## src/noc_pkg.sv

```systemverilog
package noc_pkg;

  // Flit and mesh geometry.
  localparam int FLIT_WIDTH  = 16;
  localparam int COORD_WIDTH = 2;
  localparam int TAG_WIDTH   = 8;
  localparam int NUM_PORTS   = 5;

  // Width of a port index, wide enough for NUM_PORTS entries.
  localparam int PORT_IDX_WIDTH = $clog2(NUM_PORTS);

  // Router port numbering, shared by every port-indexed vector.
  typedef enum logic [PORT_IDX_WIDTH-1:0] {
    XP    = 3'd0,
    XM    = 3'd1,
    YP    = 3'd2,
    YM    = 3'd3,
    LOCAL = 3'd4
  } noc_port_e;

  // Header flit layout, destination in the upper bits.
  typedef struct packed {
    logic [COORD_WIDTH-1:0] dest_x;
    logic [COORD_WIDTH-1:0] dest_y;
    logic [COORD_WIDTH-1:0] src_x;
    logic [COORD_WIDTH-1:0] src_y;
    logic [TAG_WIDTH-1:0]   tag;
  } noc_header_t;

  // One flit word, read as a header at packet start and as payload afterwards.
  typedef union packed {
    noc_header_t           header;
    logic [FLIT_WIDTH-1:0] data;
  } noc_flit_u;

endpackage

```

## src/noc_input_port.sv

```systemverilog
`timescale 1ns/10ps

module noc_input_port #(
  parameter logic [noc_pkg::COORD_WIDTH-1:0] X = '0,
  parameter logic [noc_pkg::COORD_WIDTH-1:0] Y = '0,
  parameter int FIFO_DEPTH = 4
) (
  input  logic                            clk,
  input  logic                            reset,
  input  logic                            in_valid,
  output logic                            in_ready,
  input  logic [noc_pkg::FLIT_WIDTH-1:0]  in_data,
  input  logic                            in_last,
  output logic [noc_pkg::NUM_PORTS-1:0]   route_req,
  output logic [noc_pkg::FLIT_WIDTH-1:0]  head_data,
  output logic                            head_last,
  input  logic [noc_pkg::NUM_PORTS-1:0]   grant,
  input  logic [noc_pkg::NUM_PORTS-1:0]   pop
);
  import noc_pkg::*;

  localparam int PTR_W = (FIFO_DEPTH > 1) ? $clog2(FIFO_DEPTH) : 1;
  localparam int CNT_W = $clog2(FIFO_DEPTH + 1);

  logic [FLIT_WIDTH:0]  mem [FIFO_DEPTH];
  logic [PTR_W-1:0]     wr_ptr;
  logic [PTR_W-1:0]     rd_ptr;
  logic [CNT_W-1:0]     count;
  logic [CNT_W-1:0]     avail;
  logic                 push;
  logic                 push_q;
  logic                 pop_fire;
  logic                 head_valid;
  noc_flit_u            head_flit;
  logic [NUM_PORTS-1:0] route_dec;
  logic [NUM_PORTS-1:0] route_q;
  logic [NUM_PORTS-1:0] route_cur;
  logic                 locked;

  function automatic logic [PTR_W-1:0] ptr_next(input logic [PTR_W-1:0] p);
    return (p == PTR_W'(FIFO_DEPTH - 1)) ? '0 : p + 1'b1;
  endfunction

  assign in_ready = (count != CNT_W'(FIFO_DEPTH));
  assign push     = in_valid && in_ready;

  // Only the output that holds our grant can pop us.
  assign pop_fire = |(grant & pop);

  always_ff @(posedge clk) begin
    if (push) begin
      mem[wr_ptr] <= {in_last, in_data};
    end
  end

  // count tracks occupancy for in_ready.
  // avail lags writes by one cycle and gates the head.
  always_ff @(posedge clk) begin
    if (reset) begin
      wr_ptr <= '0;
      rd_ptr <= '0;
      count  <= '0;
      avail  <= '0;
      push_q <= 1'b0;
    end else begin
      push_q <= push;
      count  <= count + CNT_W'(push) - CNT_W'(pop_fire);
      avail  <= avail + CNT_W'(push_q) - CNT_W'(pop_fire);
      if (push) begin
        wr_ptr <= ptr_next(wr_ptr);
      end
      if (pop_fire) begin
        rd_ptr <= ptr_next(rd_ptr);
      end
    end
  end

  assign head_valid = (avail != '0);
  assign head_data  = mem[rd_ptr][FLIT_WIDTH-1:0];
  assign head_last  = mem[rd_ptr][FLIT_WIDTH];
  assign head_flit  = head_data;

  // XY order: X is resolved before Y.
  always_comb begin
    route_dec = '0;
    if (head_flit.header.dest_x > X) begin
      route_dec[XP] = 1'b1;
    end else if (head_flit.header.dest_x < X) begin
      route_dec[XM] = 1'b1;
    end else if (head_flit.header.dest_y > Y) begin
      route_dec[YP] = 1'b1;
    end else if (head_flit.header.dest_y < Y) begin
      route_dec[YM] = 1'b1;
    end else begin
      route_dec[LOCAL] = 1'b1;
    end
  end

  // The header sets the route, payload flits reuse it.
  always_ff @(posedge clk) begin
    if (reset) begin
      locked  <= 1'b0;
      route_q <= '0;
    end else if (pop_fire) begin
      locked <= !head_last;
      if (!locked) begin
        route_q <= route_dec;
      end
    end
  end

  assign route_cur = locked ? route_q : route_dec;
  assign route_req = head_valid ? route_cur : '0;

endmodule

```

## src/noc_output_arbiter.sv

```systemverilog
`timescale 1ns/10ps

module noc_output_arbiter (
  input  logic                                                clk,
  input  logic                                                reset,
  input  logic [noc_pkg::NUM_PORTS-1:0]                       req,
  output logic [noc_pkg::NUM_PORTS-1:0]                       grant,
  input  logic [noc_pkg::NUM_PORTS-1:0][noc_pkg::FLIT_WIDTH-1:0] flit_in,
  input  logic [noc_pkg::NUM_PORTS-1:0]                       last_in,
  output logic                                                fwd_valid,
  output logic [noc_pkg::FLIT_WIDTH-1:0]                      fwd_data,
  output logic                                                fwd_last,
  input  logic                                                fwd_ready
);
  import noc_pkg::*;

  localparam int IDX_W = PORT_IDX_WIDTH;

  logic [IDX_W-1:0] ptr_q;
  logic [IDX_W-1:0] owner_q;
  logic             locked_q;
  logic [IDX_W-1:0] pick;
  logic             pick_found;
  logic [IDX_W-1:0] winner;
  logic             active;
  logic             xfer;

  function automatic logic [IDX_W-1:0] wrap_add(input logic [IDX_W-1:0] base,
                                                input int offset);
    int sum;
    sum = int'(base) + offset;
    if (sum >= NUM_PORTS) begin
      sum = sum - NUM_PORTS;
    end
    return IDX_W'(sum);
  endfunction

  // First requester at or after the pointer wins.
  always_comb begin
    pick       = ptr_q;
    pick_found = 1'b0;
    for (int k = 0; k < NUM_PORTS; k++) begin
      if (!pick_found && req[wrap_add(ptr_q, k)]) begin
        pick       = wrap_add(ptr_q, k);
        pick_found = 1'b1;
      end
    end
  end

  // A locked output waits on its owner, even when the owner's FIFO runs dry.
  assign winner = locked_q ? owner_q : pick;
  assign active = locked_q ? req[owner_q] : pick_found;

  assign grant     = active ? (NUM_PORTS'(1) << winner) : '0;
  assign fwd_valid = active;
  assign fwd_data  = flit_in[winner];
  assign fwd_last  = last_in[winner];

  assign xfer = fwd_valid && fwd_ready;

  always_ff @(posedge clk) begin
    if (reset) begin
      ptr_q    <= '0;
      owner_q  <= '0;
      locked_q <= 1'b0;
    end else if (xfer) begin
      if (fwd_last) begin
        locked_q <= 1'b0;
        ptr_q    <= wrap_add(winner, 1);
      end else begin
        locked_q <= 1'b1;
        owner_q  <= winner;
      end
    end
  end

endmodule

```

## src/noc_output_stage.sv

```systemverilog
`timescale 1ns/10ps

module noc_output_stage (
  input  logic                           clk,
  input  logic                           reset,
  input  logic                           fwd_valid,
  input  logic [noc_pkg::FLIT_WIDTH-1:0] fwd_data,
  input  logic                           fwd_last,
  output logic                           fwd_ready,
  output logic                           out_valid,
  output logic [noc_pkg::FLIT_WIDTH-1:0] out_data,
  output logic                           out_last,
  input  logic                           out_ready
);
  import noc_pkg::*;

  logic                  valid_q;
  logic [FLIT_WIDTH-1:0] data_q;
  logic                  last_q;

  // Ready while empty or while the held flit leaves this cycle.
  assign fwd_ready = !valid_q || out_ready;

  always_ff @(posedge clk) begin
    if (reset) begin
      valid_q <= 1'b0;
    end else if (fwd_ready) begin
      valid_q <= fwd_valid;
    end
  end

  always_ff @(posedge clk) begin
    if (fwd_ready && fwd_valid) begin
      data_q <= fwd_data;
      last_q <= fwd_last;
    end
  end

  assign out_valid = valid_q;
  assign out_data  = data_q;
  assign out_last  = last_q;

endmodule

```

## src/noc_router.sv

```systemverilog
`timescale 1ns/10ps

module noc_router #(
  parameter logic [noc_pkg::COORD_WIDTH-1:0] X = '0,
  parameter logic [noc_pkg::COORD_WIDTH-1:0] Y = '0,
  parameter int FIFO_DEPTH = 4
) (
  input  logic                                                clk,
  input  logic                                                reset,
  input  logic [noc_pkg::NUM_PORTS-1:0]                       in_valid,
  output logic [noc_pkg::NUM_PORTS-1:0]                       in_ready,
  input  logic [noc_pkg::NUM_PORTS-1:0][noc_pkg::FLIT_WIDTH-1:0] in_data,
  input  logic [noc_pkg::NUM_PORTS-1:0]                       in_last,
  output logic [noc_pkg::NUM_PORTS-1:0]                       out_valid,
  input  logic [noc_pkg::NUM_PORTS-1:0]                       out_ready,
  output logic [noc_pkg::NUM_PORTS-1:0][noc_pkg::FLIT_WIDTH-1:0] out_data,
  output logic [noc_pkg::NUM_PORTS-1:0]                       out_last
);
  import noc_pkg::*;

  // Request and grant matrices, first index named in the trailing comment.
  logic [NUM_PORTS-1:0][NUM_PORTS-1:0]  route_req;  // input
  logic [NUM_PORTS-1:0][NUM_PORTS-1:0]  arb_req;    // output
  logic [NUM_PORTS-1:0][NUM_PORTS-1:0]  arb_grant;  // output
  logic [NUM_PORTS-1:0][NUM_PORTS-1:0]  in_grant;   // input
  logic [NUM_PORTS-1:0][FLIT_WIDTH-1:0] head_data;
  logic [NUM_PORTS-1:0]                 head_last;
  logic [NUM_PORTS-1:0]                 fwd_valid;
  logic [NUM_PORTS-1:0][FLIT_WIDTH-1:0] fwd_data;
  logic [NUM_PORTS-1:0]                 fwd_last;
  logic [NUM_PORTS-1:0]                 fwd_ready;
  logic [NUM_PORTS-1:0]                 xfer;

  // A flit moves through output o when its stage accepts it.
  assign xfer = fwd_valid & fwd_ready;

  for (genvar i = 0; i < NUM_PORTS; i++) begin : g_xbar_row
    for (genvar o = 0; o < NUM_PORTS; o++) begin : g_xbar_col
      assign arb_req[o][i]  = route_req[i][o];
      assign in_grant[i][o] = arb_grant[o][i];
    end
  end

  for (genvar p = 0; p < NUM_PORTS; p++) begin : g_port
    noc_input_port #(
      .X          (X         ),
      .Y          (Y         ),
      .FIFO_DEPTH (FIFO_DEPTH)
    ) u_in (
      .clk       (clk         ),
      .reset     (reset       ),
      .in_valid  (in_valid[p] ),
      .in_ready  (in_ready[p] ),
      .in_data   (in_data[p]  ),
      .in_last   (in_last[p]  ),
      .route_req (route_req[p]),
      .head_data (head_data[p]),
      .head_last (head_last[p]),
      .grant     (in_grant[p] ),
      .pop       (xfer        )
    );

    noc_output_arbiter u_arb (
      .clk       (clk         ),
      .reset     (reset       ),
      .req       (arb_req[p]  ),
      .grant     (arb_grant[p]),
      .flit_in   (head_data   ),
      .last_in   (head_last   ),
      .fwd_valid (fwd_valid[p]),
      .fwd_data  (fwd_data[p] ),
      .fwd_last  (fwd_last[p] ),
      .fwd_ready (fwd_ready[p])
    );

    noc_output_stage u_out (
      .clk       (clk         ),
      .reset     (reset       ),
      .fwd_valid (fwd_valid[p]),
      .fwd_data  (fwd_data[p] ),
      .fwd_last  (fwd_last[p] ),
      .fwd_ready (fwd_ready[p]),
      .out_valid (out_valid[p]),
      .out_data  (out_data[p] ),
      .out_last  (out_last[p] ),
      .out_ready (out_ready[p])
    );
  end

endmodule

```

## config.mk

```make
export PLATFORM = sky130hd
export DESIGN_NAME = noc_router
export DESIGN_NICKNAME = d
export VERILOG_FILES = /design/src/noc_pkg.sv /design/src/noc_input_port.sv /design/src/noc_output_arbiter.sv /design/src/noc_output_stage.sv /design/src/noc_router.sv
export SDC_FILE = /design/constraint.sdc
export NUM_CORES = 1
export LEC_CHECK = 0
export BUFFER_PORTS_ARGS = -buffer_cell sky130_fd_sc_hd__buf_2
export CAP_MARGIN = 0
export CORE_UTILIZATION = 60
export CTS_BUF_LIST = sky130_fd_sc_hd__clkbuf_2 sky130_fd_sc_hd__clkbuf_4 sky130_fd_sc_hd__clkbuf_8
export CTS_CLUSTER_DIAMETER = 200
export CTS_CLUSTER_SIZE = 12
export DETAILED_ROUTE_END_ITERATION = 8
export PLACE_DENSITY = 0.79
export SLEW_MARGIN = 20
export SYNTH_ARGS = -nofsm -noshare
export SYNTH_HDL_FRONTEND = slang
export SYNTH_SLANG_ARGS = --single-unit
export TNS_END_PERCENT = 100
```

## constraint.sdc

```tcl
create_clock -name clk -period 9.7 [get_ports clk]
set_clock_uncertainty 0.2 [all_clocks]
set_input_delay 0.97 -clock clk [delete_from_list [all_inputs] [get_ports clk]]
set_output_delay 0.97 -clock clk [all_outputs]
set_load 0.005 [all_outputs]
```

==> metrics list <==
- The share of the Yosys chip area taken by registers is 0.495.
- Global route total overflow: 0
- Mean instance size in the synthesized netlist: 11.9 µm²
- Global router's overall resource usage: 0.350
- Among all flip-flop cells after synthesis, the most frequent one is sky130_fd_sc_hd__edfxtp_1.
- Clock-pin slew was measured on the worst setup and hold paths at 100 ps.
- The max-slew violation total from the final report came to 0.
- By startpoint and endpoint, the worst setup path is classified as flip-flop to flip-flop.
- The detailed router finished its first iteration with 2895 violations.
- Maximum level of the CTS H-tree: 2
- The die covers 53000 µm².
- The count of nets left with antenna violations once routing finished came out at 0.
- Sink Count: 560
- Once the clock tree was built, the setup fixing pass inserted 0 buffers.
- Max Buffers Root-to-Sink: 3
* Register-to-Register Path Depth: 22
- The run finished with clean final reports.
* Summed instance area of the synthesized netlist: 31200 µm²
* Reg-to-Reg End: g_port[3].u_in.count[2]
- The net count of the finished layout is 2972.
* Max-capacitance violation count: 0
* Layout overhead on the synthesized area: 8.12%
- Clock buffer count from CTS: 52
- Routed wirelength normalized by instance count: 26.7 µm
- Including well taps, the total number of placed cells is 3381.
- Top library cells by usage in the layout, fill and taps aside: sky130_fd_sc_hd__edfxtp_1 (425), sky130_fd_sc_hd__nand2_1 (222), sky130_fd_sc_hd__buf_2 (190), sky130_fd_sc_hd__nor2_1 (141), sky130_fd_sc_hd__dfxtp_1 (135)
* Post-CTS sizing: 0
* Most frequent standard cell in the layout excluding fill and tap cells: sky130_fd_sc_hd__edfxtp_1
* Number of antenna violations at the first check in global routing: 10
* Kind of start point of the critical path: flip-flop
- Setup repair after global routing left no endpoint under its margin.
- After synthesis, the netlist uses 102 different library cells.
- Number of hold violations in the final report: 0
- At the worst endpoint, the arrival time is 8010 ps.
* Period utilization: 0.789
- Slew @ Worst Pin: 1100 ps
- CP startpoint: g_port[3].u_arb.ptr_q[0]
- In this run the core area contains 83 standard-cell rows.
* Die X-Extent: 230 µm
* Pin count of the biggest net entering global routing: 69
- Critical Path RT: 10060 ps
* Yosys warning total: 0
- The first global-routing pass estimated 140 mm of wire.
* Syn Inst Count: 2626
* Startpoint of the lowest-slack register-to-register path: g_port[3].u_arb.ptr_q[0]
- RD Place Congestion: 1.00
- Adding up every negative setup slack in the final design gives 0 ps.
* Maximum frequency from static timing analysis: 131 MHz
- Buffers on Ports: 191
- The number of nets handed over by synthesis was 2843.
* Remaining max-slew budget at the tightest pin: 0.269
- Kind of capture point of the worst setup path: flip-flop
- Synthesis inferred 560 register bits.
- In this run, synthesis inferred 425 flip-flops with an integrated enable.
- The routed design has 92.9 mm of wire.
- Root buffer cell: sky130_fd_sc_hd__clkbuf_8
- Vias in the first global route: 23100
- The final route contains 23800 vias.
- Clk Latency, worst-skew pair: 710 ps
- Setup violations remaining at the end of the flow were counted as 0.
* Share of cells above drive strength 1: 0.188
- Biggest fanout along the worst timing path: 21
* Area inside the core boundary: 51400 µm²
* Initial core utilization: 0.608
- In this run the count of I/O pins placed on the die edge is 192.
- Die height: 230 µm
* Endpoint of the worst setup timing path: g_port[3].u_in.count[2]
* Residual DRC: 0
* Post-detailed-placement half-perimeter wirelength: 68.2 mm
- Post-detailed-route via-to-cell ratio: 6.85
- Cell Count, Final, Fillers Out: 3480
- After clock tree synthesis, the flow added hold-fix buffers numbering 0.
- Register-to-Register Setup Slack: 2050 ps
- Path type of the worst min-delay path: flip-flop to flip-flop
- In the synthesized netlist the async set-or-reset flop fraction comes to 0.
- Period minus WS final: 7650 ps
- Detailed Routing Iterations Pass 1: 7
- TritonCTS built the clock tree.
## layer usage
metal / vias up / track usage / part of all wire
met1: 11800 / 0.455 / 0.39
li1: 10500 / - / -
met3: 276 / 0.0521 / 0.077
met2: 1252 / 0.568 / 0.48
met5: - / 0 / 0.00069
met4: 10 / 0.188 / 0.058
## flip-flops by register name (all words and copies together) (netlist names), 10 cells and up, named ones only
signal / count
g_port.u_arb.owner_q: 15
g_port.u_arb.ptr_q: 15
g_port.u_in.avail: 15
g_port.u_in.count: 15
g_port.u_in.mem: 340
g_port.u_in.rd_ptr: 10
g_port.u_in.route_q: 25
g_port.u_in.wr_ptr: 10
g_port.u_out.out_data: 80
## through the flow
stage	utilization	setup slack, ps	area, µm²	hold slack (ps)
global placement	0.636	2400	32700	243
floorplan	-	2960	31200	232
CTS	0.657	2180	33800	217
global route	0.657	1530	33800	253
finish	0.657	2050	33800	267
detailed placement	0.636	2230	32700	253
## critical path, stage by stage, from the launching register on
cell and delay, ps:
sky130_fd_sc_hd__dfxtp_1 820, sky130_fd_sc_hd__clkinv_1 470, sky130_fd_sc_hd__ha_1 600, sky130_fd_sc_hd__inv_1 170
sky130_fd_sc_hd__mux2i_1 320, sky130_fd_sc_hd__mux4_2 600, sky130_fd_sc_hd__a21boi_0 390, sky130_fd_sc_hd__nand3_1 290
sky130_fd_sc_hd__or4_1 640, sky130_fd_sc_hd__o311ai_4 110, sky130_fd_sc_hd__buf_4 410, sky130_fd_sc_hd__nor2_1 140
sky130_fd_sc_hd__ha_1 240, sky130_fd_sc_hd__a222oi_1 350, sky130_fd_sc_hd__o211ai_2 350, sky130_fd_sc_hd__ha_1 380
sky130_fd_sc_hd__inv_1 70, sky130_fd_sc_hd__ha_1 140, sky130_fd_sc_hd__inv_1 50, sky130_fd_sc_hd__fa_1 370
sky130_fd_sc_hd__xor2_1 170, sky130_fd_sc_hd__xnor2_1 140, sky130_fd_sc_hd__nor2_1 60
## cells by family (layout without fill, tap and decap cells)
kind of cell / count (synthesis) / count (layout) / share of synthesized area
and+or+nand+nor: 756 / 756 / 0.122
AOI/OAI and AO/OA: 612 / 612 / 0.149
DFF: 560 / 560 / 0.495
buffers and inverters: 280 / 450 / 0.0372
muxes: 258 / 258 / 0.134
adders and majority gates: 120 / 120 / 0.0517
xor gates and xnor gates: 40 / 40 / 0.0112
other: 0 / 4 / 0
## cell type report
class	count	area, µm²
clock inverter	4	65.1
inverter	135	509
timing repair buffer	220	1180
sequential	560	15500
tap	680	851
clock buffer	91	1010
antenna	4	10.0
multi-input combinational	1786	14700
fill	3818	17600
## Yosys cell counts (all sizes together), types with 17 or more instances
cell type / instances / area (µm²)
edfxtp: 425 / 12800
nand2: 222 / 833
nor2: 143 / 537
dfxtp: 135 / 2700
inv: 130 / 490
mux4: 127 / 2860
mux2i: 121 / 1210
ha: 105 / 1310
a21oi: 100 / 500
clkbuf: 90 / 338
o21ai: 79 / 410
nand3: 69 / 345
nor3: 57 / 327
buf: 55 / 314
a32o: 52 / 521
and3: 50 / 313
o211ai: 40 / 310
nor2b: 36 / 225
a22o: 35 / 307
a211oi: 34 / 255
nand2b: 33 / 206
xnor2: 32 / 280
or3: 28 / 175
or2: 26 / 165
a21o: 22 / 165
a221oi: 20 / 193
a31oi: 20 / 125
and2: 20 / 125
o21a: 17 / 128
## worst min path at each step
stage | from | cells after the start | slack (ps) | to
after CTS | in_data[31] | 1 | 220 | g_port[1].u_in.mem[2][15]
after detailed placement | g_port[1].u_in.route_q[4] | 2 | 250 | g_port[1].u_in.route_q[4]
after global routing | in_data[31] | 1 | 250 | g_port[1].u_in.mem[2][15]
after floorplan | g_port[2].u_in.route_q[2] | 2 | 230 | g_port[2].u_in.route_q[2]
final | g_port[1].u_in.route_q[4] | 2 | 270 | g_port[1].u_in.route_q[4]
after global placement | g_port[2].u_in.route_q[2] | 2 | 240 | g_port[2].u_in.route_q[2]
Power is not shown: default switching activity piles up to over one toggle a cycle in this logic, so the estimate is an artifact.
